## src/verilog/riscv_isa_pkg.sv

```systemverilog
package riscv_isa_pkg;

  //////////////////////////////////////////////////////////////////////
  // instruction word and field types
  //////////////////////////////////////////////////////////////////////

  // one full rv32 instruction
  typedef logic [31:0] instr32_t;

  // one compressed parcel, the low half of a fetched word
  typedef logic [15:0] instr16_t;

  // major opcode, bits 6:0 of an rv32 word
  typedef logic [6:0] opcode_t;

  // architectural register index
  typedef logic [4:0] reg_addr_t;

  // compressed register index, only reaches x8 to x15
  typedef logic [2:0] creg_t;

  //////////////////////////////////////////////////////////////////////
  // major opcodes used by the expansion
  //////////////////////////////////////////////////////////////////////

  localparam opcode_t OPCODE_OPIMM  = 7'h13;
  localparam opcode_t OPCODE_OP     = 7'h33;
  localparam opcode_t OPCODE_LUI    = 7'h37;
  localparam opcode_t OPCODE_LOAD   = 7'h03;
  localparam opcode_t OPCODE_STORE  = 7'h23;
  localparam opcode_t OPCODE_JAL    = 7'h6f;
  localparam opcode_t OPCODE_JALR   = 7'h67;
  localparam opcode_t OPCODE_BRANCH = 7'h63;

  // fixed registers named by the compressed forms
  localparam reg_addr_t REG_ZERO = 5'd0;
  localparam reg_addr_t REG_RA   = 5'd1;
  localparam reg_addr_t REG_SP   = 5'd2;

  // prefix that widens a compressed index into x8..x15
  localparam logic [1:0] CREG_BASE = 2'b01;

  // full-width ebreak
  localparam instr32_t EBREAK_INSTR = 32'h0010_0073;

  // quadrant code, bits 1:0 of the fetched word
  localparam logic [1:0] QUAD_C0   = 2'b00;
  localparam logic [1:0] QUAD_C1   = 2'b01;
  localparam logic [1:0] QUAD_C2   = 2'b10;
  localparam logic [1:0] QUAD_RV32 = 2'b11;

endpackage
```

## src/verilog/cdec_pkg.sv

```systemverilog
package cdec_pkg;

  //////////////////////////////////////////////////////////////////////
  // decoder interface structs
  //////////////////////////////////////////////////////////////////////

  // word coming from the fetch side, valid is a plain level
  typedef struct packed {
    logic                  valid;
    riscv_isa_pkg::instr32_t rdata;
  } fetch_t;

  // what each quadrant decoder hands back to the stage
  typedef struct packed {
    riscv_isa_pkg::instr32_t instr;
    // reserved or unsupported encoding
    logic                  illegal;
  } quad_result_t;

  // registered stage output toward decode
  typedef struct packed {
    logic                  valid;
    riscv_isa_pkg::instr32_t instr;
    // set when the word came from a 16 bit parcel
    logic                  is_compressed;
    logic                  illegal;
  } dec_out_t;

endpackage

```

## src/verilog/c0_decoder.sv

```systemverilog
module c0_decoder (
  input  riscv_isa_pkg::instr16_t  cinstr_i,
  output cdec_pkg::quad_result_t   result_o
);

  import riscv_isa_pkg::*;

  // compressed register fields
  creg_t     rdp_c;
  creg_t     rs1p_c;
  // same fields widened to x8..x15
  reg_addr_t rdp;
  reg_addr_t rs1p;

  // rd' sits in 4:2, also serves as rs2' for c.sw
  assign rdp_c  = cinstr_i[4:2];
  assign rs1p_c = cinstr_i[9:7];
  assign rdp    = {CREG_BASE, rdp_c};
  assign rs1p   = {CREG_BASE, rs1p_c};

  //////////////////////////////////////////////////////////////////////
  // quadrant 0 expansion
  //////////////////////////////////////////////////////////////////////

  always_comb begin
    result_o.illegal = 1'b0;
    // lw shape as a harmless filler for reserved slots
    result_o.instr   = {5'b0, cinstr_i[5], cinstr_i[12:10], cinstr_i[6], 2'b00,
                        rs1p, 3'b010, rdp, OPCODE_LOAD};

    unique case (cinstr_i[15:13])
      3'b000: begin
        // c.addi4spn becomes addi rd', x2, nzuimm
        result_o.instr = {2'b0, cinstr_i[10:7], cinstr_i[12:11], cinstr_i[5], cinstr_i[6],
                          2'b00, REG_SP, 3'b000, rdp, OPCODE_OPIMM};
        // zero immediate is reserved
        if (cinstr_i[12:5] == 8'b0) begin
          result_o.illegal = 1'b1;
        end
      end
      3'b010: begin
        // c.lw keeps the filler shape, lw rd', uimm(rs1')
        result_o.illegal = 1'b0;
      end
      3'b110: begin
        // c.sw becomes sw rs2', uimm(rs1')
        result_o.instr = {5'b0, cinstr_i[5], cinstr_i[12], rdp, rs1p, 3'b010,
                          cinstr_i[11:10], cinstr_i[6], 2'b00, OPCODE_STORE};
      end
      default: begin
        // fld/flw/fsd/fsw and the old zc slots
        result_o.illegal = 1'b1;
      end
    endcase
  end

endmodule

```

## src/verilog/c1_decoder.sv

```systemverilog
module c1_decoder (
  input  riscv_isa_pkg::instr16_t  cinstr_i,
  output cdec_pkg::quad_result_t   result_o
);

  import riscv_isa_pkg::*;

  // full rd/rs1 field of the ci and cj forms
  reg_addr_t   rd;
  // compressed fields of the cb and ca forms
  creg_t       rdp_c;
  creg_t       rs2p_c;
  reg_addr_t   rdp;
  reg_addr_t   rs2p;
  // 6 bit immediate sign extended to the i-type width
  logic [11:0] imm_ci;
  // link register of c.jal, x0 for c.j
  reg_addr_t   jal_rd;

  assign rd     = cinstr_i[11:7];
  assign rdp_c  = cinstr_i[9:7];
  assign rs2p_c = cinstr_i[4:2];
  assign rdp    = {CREG_BASE, rdp_c};
  assign rs2p   = {CREG_BASE, rs2p_c};
  assign imm_ci = {{6{cinstr_i[12]}}, cinstr_i[12], cinstr_i[6:2]};
  // bit 15 tells c.j from c.jal
  assign jal_rd = cinstr_i[15] ? REG_ZERO : REG_RA;

  //////////////////////////////////////////////////////////////////////
  // quadrant 1 expansion
  //////////////////////////////////////////////////////////////////////

  always_comb begin
    result_o.illegal = 1'b0;
    result_o.instr   = {imm_ci, rd, 3'b000, rd, OPCODE_OPIMM};

    unique case (cinstr_i[15:13])
      3'b000: begin
        // c.addi and c.nop keep the default addi rd, rd, imm
        result_o.illegal = 1'b0;
      end
      3'b001, 3'b101: begin
        // c.jal / c.j, offset bits scattered over 12:2
        result_o.instr = {cinstr_i[12], cinstr_i[8], cinstr_i[10:9], cinstr_i[6],
                          cinstr_i[7], cinstr_i[2], cinstr_i[11], cinstr_i[5:3],
                          {9{cinstr_i[12]}}, jal_rd, OPCODE_JAL};
      end
      3'b010: begin
        // c.li becomes addi rd, x0, imm, rd of x0 is a hint
        result_o.instr = {imm_ci, REG_ZERO, 3'b000, rd, OPCODE_OPIMM};
      end
      3'b011: begin
        if (rd == REG_SP) begin
          // c.addi16sp, immediate scaled by 16
          result_o.instr = {{3{cinstr_i[12]}}, cinstr_i[4:3], cinstr_i[5], cinstr_i[2],
                            cinstr_i[6], 4'b0, REG_SP, 3'b000, REG_SP, OPCODE_OPIMM};
        end else begin
          // c.lui, upper immediate sign extended from bit 17
          result_o.instr = {{15{cinstr_i[12]}}, cinstr_i[6:2], rd, OPCODE_LUI};
        end
        // both forms reserve the zero immediate
        if ({cinstr_i[12], cinstr_i[6:2]} == 6'b0) begin
          result_o.illegal = 1'b1;
        end
      end
      3'b100: begin
        unique case (cinstr_i[11:10])
          2'b00, 2'b01: begin
            // c.srli / c.srai, bit 10 picks the arithmetic shift
            result_o.instr = {1'b0, cinstr_i[10], 5'b0, cinstr_i[6:2], rdp, 3'b101, rdp,
                              OPCODE_OPIMM};
            // shamt[5] has no meaning on rv32
            if (cinstr_i[12]) begin
              result_o.illegal = 1'b1;
            end
          end
          2'b10: begin
            // c.andi
            result_o.instr = {imm_ci, rdp, 3'b111, rdp, OPCODE_OPIMM};
          end
          default: begin
            // register-register ops on x8..x15
            unique case ({cinstr_i[12], cinstr_i[6:5]})
              3'b000: result_o.instr = {7'b0100000, rs2p, rdp, 3'b000, rdp, OPCODE_OP};
              3'b001: result_o.instr = {7'b0, rs2p, rdp, 3'b100, rdp, OPCODE_OP};
              3'b010: result_o.instr = {7'b0, rs2p, rdp, 3'b110, rdp, OPCODE_OP};
              3'b011: result_o.instr = {7'b0, rs2p, rdp, 3'b111, rdp, OPCODE_OP};
              default: begin
                // subw, addw, c.mul and the zc unary slots
                result_o.illegal = 1'b1;
              end
            endcase
          end
        endcase
      end
      default: begin
        // c.beqz / c.bnez against x0, bit 13 selects bne
        result_o.instr = {{4{cinstr_i[12]}}, cinstr_i[6:5], cinstr_i[2], REG_ZERO, rdp,
                          2'b00, cinstr_i[13], cinstr_i[11:10], cinstr_i[4:3],
                          cinstr_i[12], OPCODE_BRANCH};
      end
    endcase
  end

endmodule

```

## src/verilog/c2_decoder.sv

```systemverilog
module c2_decoder (
  input  riscv_isa_pkg::instr16_t  cinstr_i,
  output cdec_pkg::quad_result_t   result_o
);

  import riscv_isa_pkg::*;

  // full register fields of the cr/ci/css forms
  reg_addr_t rd;
  reg_addr_t rs2;

  assign rd  = cinstr_i[11:7];
  assign rs2 = cinstr_i[6:2];

  //////////////////////////////////////////////////////////////////////
  // quadrant 2 expansion
  //////////////////////////////////////////////////////////////////////

  always_comb begin
    result_o.illegal = 1'b0;
    // lwsp shape, also used as filler for the reserved slots
    result_o.instr   = {4'b0, cinstr_i[3:2], cinstr_i[12], cinstr_i[6:4], 2'b00,
                        REG_SP, 3'b010, rd, OPCODE_LOAD};

    unique case (cinstr_i[15:13])
      3'b000: begin
        // c.slli, zero shamt or rd of x0 are hints
        result_o.instr = {7'b0, rs2, rd, 3'b001, rd, OPCODE_OPIMM};
        if (cinstr_i[12]) begin
          result_o.illegal = 1'b1;
        end
      end
      3'b010: begin
        // c.lwsp, loading into x0 is reserved
        if (rd == REG_ZERO) begin
          result_o.illegal = 1'b1;
        end
      end
      3'b100: begin
        if (!cinstr_i[12]) begin
          if (rs2 == REG_ZERO) begin
            // c.jr, rs1 of x0 is reserved
            result_o.instr = {12'b0, rd, 3'b000, REG_ZERO, OPCODE_JALR};
            if (rd == REG_ZERO) begin
              result_o.illegal = 1'b1;
            end
          end else begin
            // c.mv becomes add rd, x0, rs2
            result_o.instr = {7'b0, rs2, REG_ZERO, 3'b000, rd, OPCODE_OP};
          end
        end else begin
          if (rs2 == REG_ZERO) begin
            if (rd == REG_ZERO) begin
              result_o.instr = EBREAK_INSTR;
            end else begin
              // c.jalr links through x1
              result_o.instr = {12'b0, rd, 3'b000, REG_RA, OPCODE_JALR};
            end
          end else begin
            // c.add, rd of x0 is a hint
            result_o.instr = {7'b0, rs2, rd, 3'b000, rd, OPCODE_OP};
          end
        end
      end
      3'b110: begin
        // c.swsp, offset split around rs2
        result_o.instr = {4'b0, cinstr_i[8:7], cinstr_i[12], rs2, REG_SP, 3'b010,
                          cinstr_i[11:9], 2'b00, OPCODE_STORE};
      end
      default: begin
        // fp stack-relative slots and the old zc loads
        result_o.illegal = 1'b1;
      end
    endcase
  end

endmodule

```

## src/verilog/compressed_decoder_stage.sv

```systemverilog
module compressed_decoder_stage (
  input  logic               clk,
  input  logic               reset_i,
  input  cdec_pkg::fetch_t   fetch_i,
  output cdec_pkg::dec_out_t dec_o
);

  import riscv_isa_pkg::*;
  import cdec_pkg::*;

  // low parcel, shared by all three decoders
  instr16_t     cinstr;
  // per-quadrant results and the chosen one
  quad_result_t c0_result;
  quad_result_t c1_result;
  quad_result_t c2_result;
  quad_result_t sel_result;
  // next value of the output register
  dec_out_t     dec_d;

  assign cinstr = fetch_i.rdata[15:0];

  //////////////////////////////////////////////////////////////////////
  // quadrant decoders
  //////////////////////////////////////////////////////////////////////

  c0_decoder c0_decoder_inst (
    .cinstr_i (cinstr),
    .result_o (c0_result)
  );

  c1_decoder c1_decoder_inst (
    .cinstr_i (cinstr),
    .result_o (c1_result)
  );

  c2_decoder c2_decoder_inst (
    .cinstr_i (cinstr),
    .result_o (c2_result)
  );

  // quadrant select on bits 1:0, the decoders never test them
  always_comb begin
    unique case (fetch_i.rdata[1:0])
      QUAD_C0: sel_result = c0_result;
      QUAD_C1: sel_result = c1_result;
      QUAD_C2: sel_result = c2_result;
      QUAD_RV32: begin
        // full word passes through untouched
        sel_result.instr   = fetch_i.rdata;
        sel_result.illegal = 1'b0;
      end
    endcase
  end

  assign dec_d.valid         = fetch_i.valid;
  assign dec_d.instr         = sel_result.instr;
  assign dec_d.is_compressed = (fetch_i.rdata[1:0] != QUAD_RV32);
  assign dec_d.illegal       = sel_result.illegal;

  // one cycle of latency, a new word every cycle
  always_ff @(posedge clk) begin
    if (reset_i) begin
      dec_o <= '0;
    end else begin
      dec_o <= dec_d;
    end
  end

endmodule

```

## config.mk

```make
export PLATFORM = sky130hd
export DESIGN_NAME = compressed_decoder_stage
export DESIGN_NICKNAME = d
export VERILOG_FILES = /design/src/verilog/riscv_isa_pkg.sv /design/src/verilog/cdec_pkg.sv /design/src/verilog/c0_decoder.sv /design/src/verilog/c1_decoder.sv /design/src/verilog/c2_decoder.sv /design/src/verilog/compressed_decoder_stage.sv
export SDC_FILE = /design/constraint.sdc
export NUM_CORES = 1
export LEC_CHECK = 0
export ABC_AREA = 1
export BUFFER_PORTS_ARGS = -buffer_cell sky130_fd_sc_hd__clkbuf_2
export CAP_MARGIN = 20
export CORE_ASPECT_RATIO = 0.8
export CORE_MARGIN = 2
export CORE_UTILIZATION = 60
export CTS_BUF_LIST = sky130_fd_sc_hd__clkbuf_4 sky130_fd_sc_hd__clkbuf_8
export DETAILED_ROUTE_END_ITERATION = 6
export PLACE_DENSITY = 0.95
export RECOVER_POWER = 25
export SLEW_MARGIN = 25
export SYNTH_ARGS = -nofsm -noshare
export SYNTH_HDL_FRONTEND = slang
export SYNTH_SLANG_ARGS = --single-unit
```

## constraint.sdc

```tcl
create_clock -name clk -period 2.7 [get_ports clk]
set_input_delay 0.54 -clock clk [delete_from_list [all_inputs] [get_ports clk]]
set_output_delay 0.54 -clock clk [all_outputs]
set_load 0.05 [all_outputs]
```

# [After elaboration in Yosys (flattened, before gate mapping)]
# Cells that the tools add are included.
[totals] out_inout_bits=35 elab_cells=55 regBits=35
[op_classes] n_eq_ne=16 muxes=23 n_reduce_logical=12
[ops] operator="$pmux 32 s5" count=1
[ops] operator="$pmux 33 s4" count=1
[ops] operator="$pmux 32 s4" count=1
[ops] operator="$pmux 32 s3" count=1
[ops] operator="$mux 32" count=2
[ops] operator="$pmux 32 s2" count=1
[ops] operator="$pmux 30 s2" count=1
[ops] operator="$mux 29" count=1
[ops] operator="$mux 25" count=1
[ops] operator="$mux 21" count=1
[ops] operator="$eq 3x2->1 const B" count=4
[ops] operator="$logic_not 5->1" count=2
[ops] operator="$eq 3x3->1 const B" count=3
[ops] operator="$logic_not 8->1" count=1
[ops] operator="$mux 1" count=8
[ops] operator="$eq 2x2->1 const B" count=3
[ops] operator="$eq 3x1->1 const B" count=2
[ops] operator="$logic_not 3->1" count=2
[ops] operator="$logic_not 6->1" count=1
[ops] operator="$pmux 1 s2" count=3
[ops] operator="$reduce_or 2->1" count=3
[ops] operator="$eq 5x2->1 const B" count=1
[ops] operator="$eq 2x1->1 const B" count=2
[ops] operator="$logic_not 2->1" count=2
[ops] operator="3 further kinds" count=3

# [Longest topological paths before layout]
[logic_depth] word_depth=6 depth_mapped=11 mapped_depth_nobuf=10

# [Hierarchy]
# Synthesis repeated with hierarchy kept, for this count alone.
[hier_totals] cells_unflattened=618 area_unflattened_um2=3463.3
[by_module_without_submodules] mod="compressed_decoder_stage" area_per_inst_um2=2001.9 instances=1 cells_per_inst=329
[by_module_without_submodules] mod="c1_decoder" area_per_inst_um2=685.7 instances=1 cells_per_inst=142
[by_module_without_submodules] mod="c2_decoder" area_per_inst_um2=431.7 instances=1 cells_per_inst=82
[by_module_without_submodules] mod="c0_decoder" area_per_inst_um2=344.1 instances=1 cells_per_inst=65

# [Worst setup path before layout]
# OpenSTA, ideal clock, no wires.
[synth_path] path_type="input port to flip-flop" from="input port fetch_i[10] (netlist bit)" to="register dec_o[4] (netlist bit)" required_time_ns=2.587 path_slack_ns=1.162 arrival_time_ns=1.425 setup_ns=0.113 path_stages=9 path_cell_list="buf_2 nor2_4 nand3_4 nand2_2 nand2_1 nand2_1 o21ai_0 o21ai_1 inv_1"
[synth_between] elab_chain_cells=6 elab_cells_between_ends=14 cone_classes="eq/ne: 3; mux: 8; reduce/logical: 3"
[synth_lines] element="from (decl)" line="compressed_decoder_stage.sv:4" source="input cdec_pkg::fetch_t fetch_i,"
[synth_lines] element="$logic_not 5->1" line="c2_decoder.sv:53" source="if (rd == REG_ZERO) begin"
[synth_lines] element="$mux 21" line="c2_decoder.sv:53"
[synth_lines] element="$mux 32" line="c2_decoder.sv:52" source="if (rs2 == REG_ZERO) begin"
[synth_lines] element="$mux 32" line="c2_decoder.sv:40" source="if (!cinstr_i[12]) begin"
[synth_lines] element="$pmux 32 s3" line="c2_decoder.sv:25" source="unique case (cinstr_i[15:13])"
[synth_lines] element="$pmux 33 s4 *" line="compressed_decoder_stage.sv:44" source="unique case (fetch_i.rdata[1:0])"
[synth_lines] element="to (signal assigned)" line="compressed_decoder_stage.sv:64" source="dec_o <= '0;"
[synth_lines] element="to (signal assigned)" line="compressed_decoder_stage.sv:66" source="dec_o <= dec_d;"
[synth_lines] element="to (decl)" line="compressed_decoder_stage.sv:5" source="output cdec_pkg::dec_out_t dec_o"
# Every way passes the cells marked *; elsewhere a longest branch is shown, timed or not.
# A chain may end at the register's enable or synchronous reset.

# [Worst setup path after layout]
[layout_path] from="input port fetch_i[1] (netlist bit)" to="register dec_o[14] (netlist bit)"
[layout_between] elab_chain_cells=2 elab_cells_between_ends=5 cone_classes="eq/ne: 3; mux: 1; reduce/logical: 1"
[layout_lines] element="$eq 2x2->1, or another cell as far along" line="compressed_decoder_stage.sv:44"
[layout_lines] element="$pmux 33 s4 *" line="compressed_decoder_stage.sv:44"
# Marked as above.

==> reports/metrics.cfg <==
[grt]
gr-total-overflow=0
track_usage_pct=41.3
grt_pass1_vias=3257
antenna_found_initial=0
grt_pass1_wl_um=16300
grt_max_degree=24

[synthesis]
syn_avg_cell_area_um2=6.13
synth_cell_types=38
postSynthCellCount=454
synth_top_area_share_pct=24.5
netlist_top_cells_area=dfxtp_1, nand2_1, a21oi_1
yosys_warnings=0
synth_area_leader_cell=dfxtp_1
synth_fp_nets=489
ys_seq_elements=34
syn-cell-area_mm2=0.00278
yosysSeqAreaShare_pct=24.5

[cells_and_area]
fillers=433
postLayoutCoreUtil_pct=69.1
reg_top3=dec_o (34)
regArea_um2=681
nets=544
diodes=0
fin_area_mm2=0.00312
syn2layout_area_growth_pct=12.1
multi_input_area_mm2=0.00174
drive_gt1_share_pct=21.1
largest_reg_flops=34
final_cells=568
top_register=dec_o

[sta]
setup_tns_ns=0
fin_crit_ns=1.82
rsz0062_at_grt=false
hold_slack_ns=0.463
worst_pin_slew_ns=0.897
finalCritPeriodShare_pct=67.6
max_freq_mhz=548
slew_headroom_pct=40.1
setup_violations=0
maxSlewViolCount=0
hold_viol=0

[drt]
postRouteAntennaNets=0
firstDrtPassIters=5
drt-initial-drc-count=743
drc_errors=0
num_vias=3562
wl_um=10500
via_per_inst=6.27
wl_per_cell_um=18.5

[worst_setup_path]
crit_fanout=23
critical_path.startpoint=fetch_i[1]
arrival_ns=2.01
required_ns=2.89
crit_type=in2reg
endpoint=dec_o[14]
startpoint_type=input pin
crit_path_end_kind=flop

[clocking]
post_cts_buffers=0
clk_path_buf_depth=2
htreeDepth=2
post_cts_resized=0
clock-sinks=34
numCtsBuffers=5
path_clk_slew_ns=0.06
hold_buffers=0
clock-root-buffer=clkbuf_8
cts_tree=built

[flow_run]
cap_violations=0

[die]
rows=22
die_h_um=64.9
fp.coreArea_mm2=0.00451
ioPinCount=70
dieWidth_um=80.1
start_util_pct=61.6
die_area_mm2=0.00520

[hold_path]
hold_path.class=in2reg

[placed_design]
dp_cells=562
placed_cell_area_mm2=0.00306
hpwl_um=7710
port_buffers=69
gp_congestion=1.10

[power]
ir_worst_vdd_mv=0.331
p_leak_nw=1.60
p_per_area_mw_per_mm2=459

[status]
status=finished, final reports clean

## cells in the mapped netlist
library cell    n
nand2_1       142
a21oi_1        41
nand3_1        36
dfxtp_1        34
inv_1          33
nor2_1         31
o21ai_0        24
inv_2          16
buf_2           9
o21ai_1         9
nand4_1         7
buf_4           6
buf_6           5
nand2_4         5
nor2_2          5
nor2_4          5
o211ai_1        5
a22oi_1         4
a31oi_1         4
nand2_2         4
o22ai_1         4
a221oi_1        3
nand3_2         3
nor2_8          3
clkbuf_1        2
nor3_1          2
a21boi_1        1
a21oi_2         1
clkinv_1        1
inv_4           1
inv_6           1
nand3_4         1
nand3b_1        1
o211ai_2        1
o21ai_2         1
o221ai_1        1
o31ai_1         1
o32ai_1         1
## cell usage in the layout (no fill, tap or decap), types with 9 or more instances in the layout
master | synthesis | final
a21oi_1 | 41 | 41
clkbuf_1 | 2 | 15
clkbuf_2 | 0 | 54
dfxtp_1 | 34 | 34
inv_1 | 33 | 34
inv_2 | 16 | 15
nand2_1 | 142 | 142
nand3_1 | 36 | 36
nor2_1 | 31 | 31
o21ai_0 | 24 | 24
o21ai_1 | 9 | 9
## worst max-delay path, cell delays in order
cell and delay (ns):
clkbuf_2 0.23, nand2_4 0.11, inv_1 0.67, a22oi_1 0.20, a21oi_1 0.24
## cell type report
cell class / instances / area share (%)
clock buffer: 6 / 2.65
inverter: 52 / 6.50
multi-input combinational: 346 / 55.9
sequential: 34 / 21.8
tap: 60 / 2.41
timing repair buffer: 70 / 10.7
## worst min-delay path by stage
| stage | from | end | slack (ns) | cells after the start |
|---|---|---|---|---|
| after floorplan | fetch_i[32] | dec_o[34] | 0.65 | 2 |
| after global placement | fetch_i[32] | dec_o[34] | 0.74 | 3 |
| after detailed placement | fetch_i[32] | dec_o[34] | 0.76 | 3 |
| after CTS | fetch_i[32] | dec_o[34] | 0.47 | 3 |
| after global routing | fetch_i[32] | dec_o[34] | 0.46 | 3 |
| final | fetch_i[32] | dec_o[34] | 0.46 | 3 |
## stage by stage
| stage | setup slack [ns] | power [W] |
|---|---|---|
| 2_1_floorplan | 1.16 | 0.000929 |
| 6_report | 0.875 | 0.00143 |
| 3_3_place_gp | 0.723 | 0.00106 |
| 3_5_place_dp | 0.715 | 0.00106 |
| 5_1_grt | 0.846 | 0.00148 |
| 4_1_cts | 0.968 | 0.00142 |
## per-layer routing
metal	vias up	track usage, %	part of all wire [%]
met5	-	0	0
li1	1600	-	-
met3	75	11.1	14
met2	330	62.0	41
met4	0	17.6	5.8
met1	1557	55.7	39
## cell families after synthesis
logic type	after synthesis	synth area share, %
flops	34	24.5
simple gates	245	42.0
buf+inv	74	12.8
compound gates	101	20.7
## power by group
part,internal (W),switching [W]
clock,0.000197,0.000173
sequential,0.000536,0.0000101
combinational,0.000121,0.000395
Note: power is estimated with default switching activity, not from simulation.
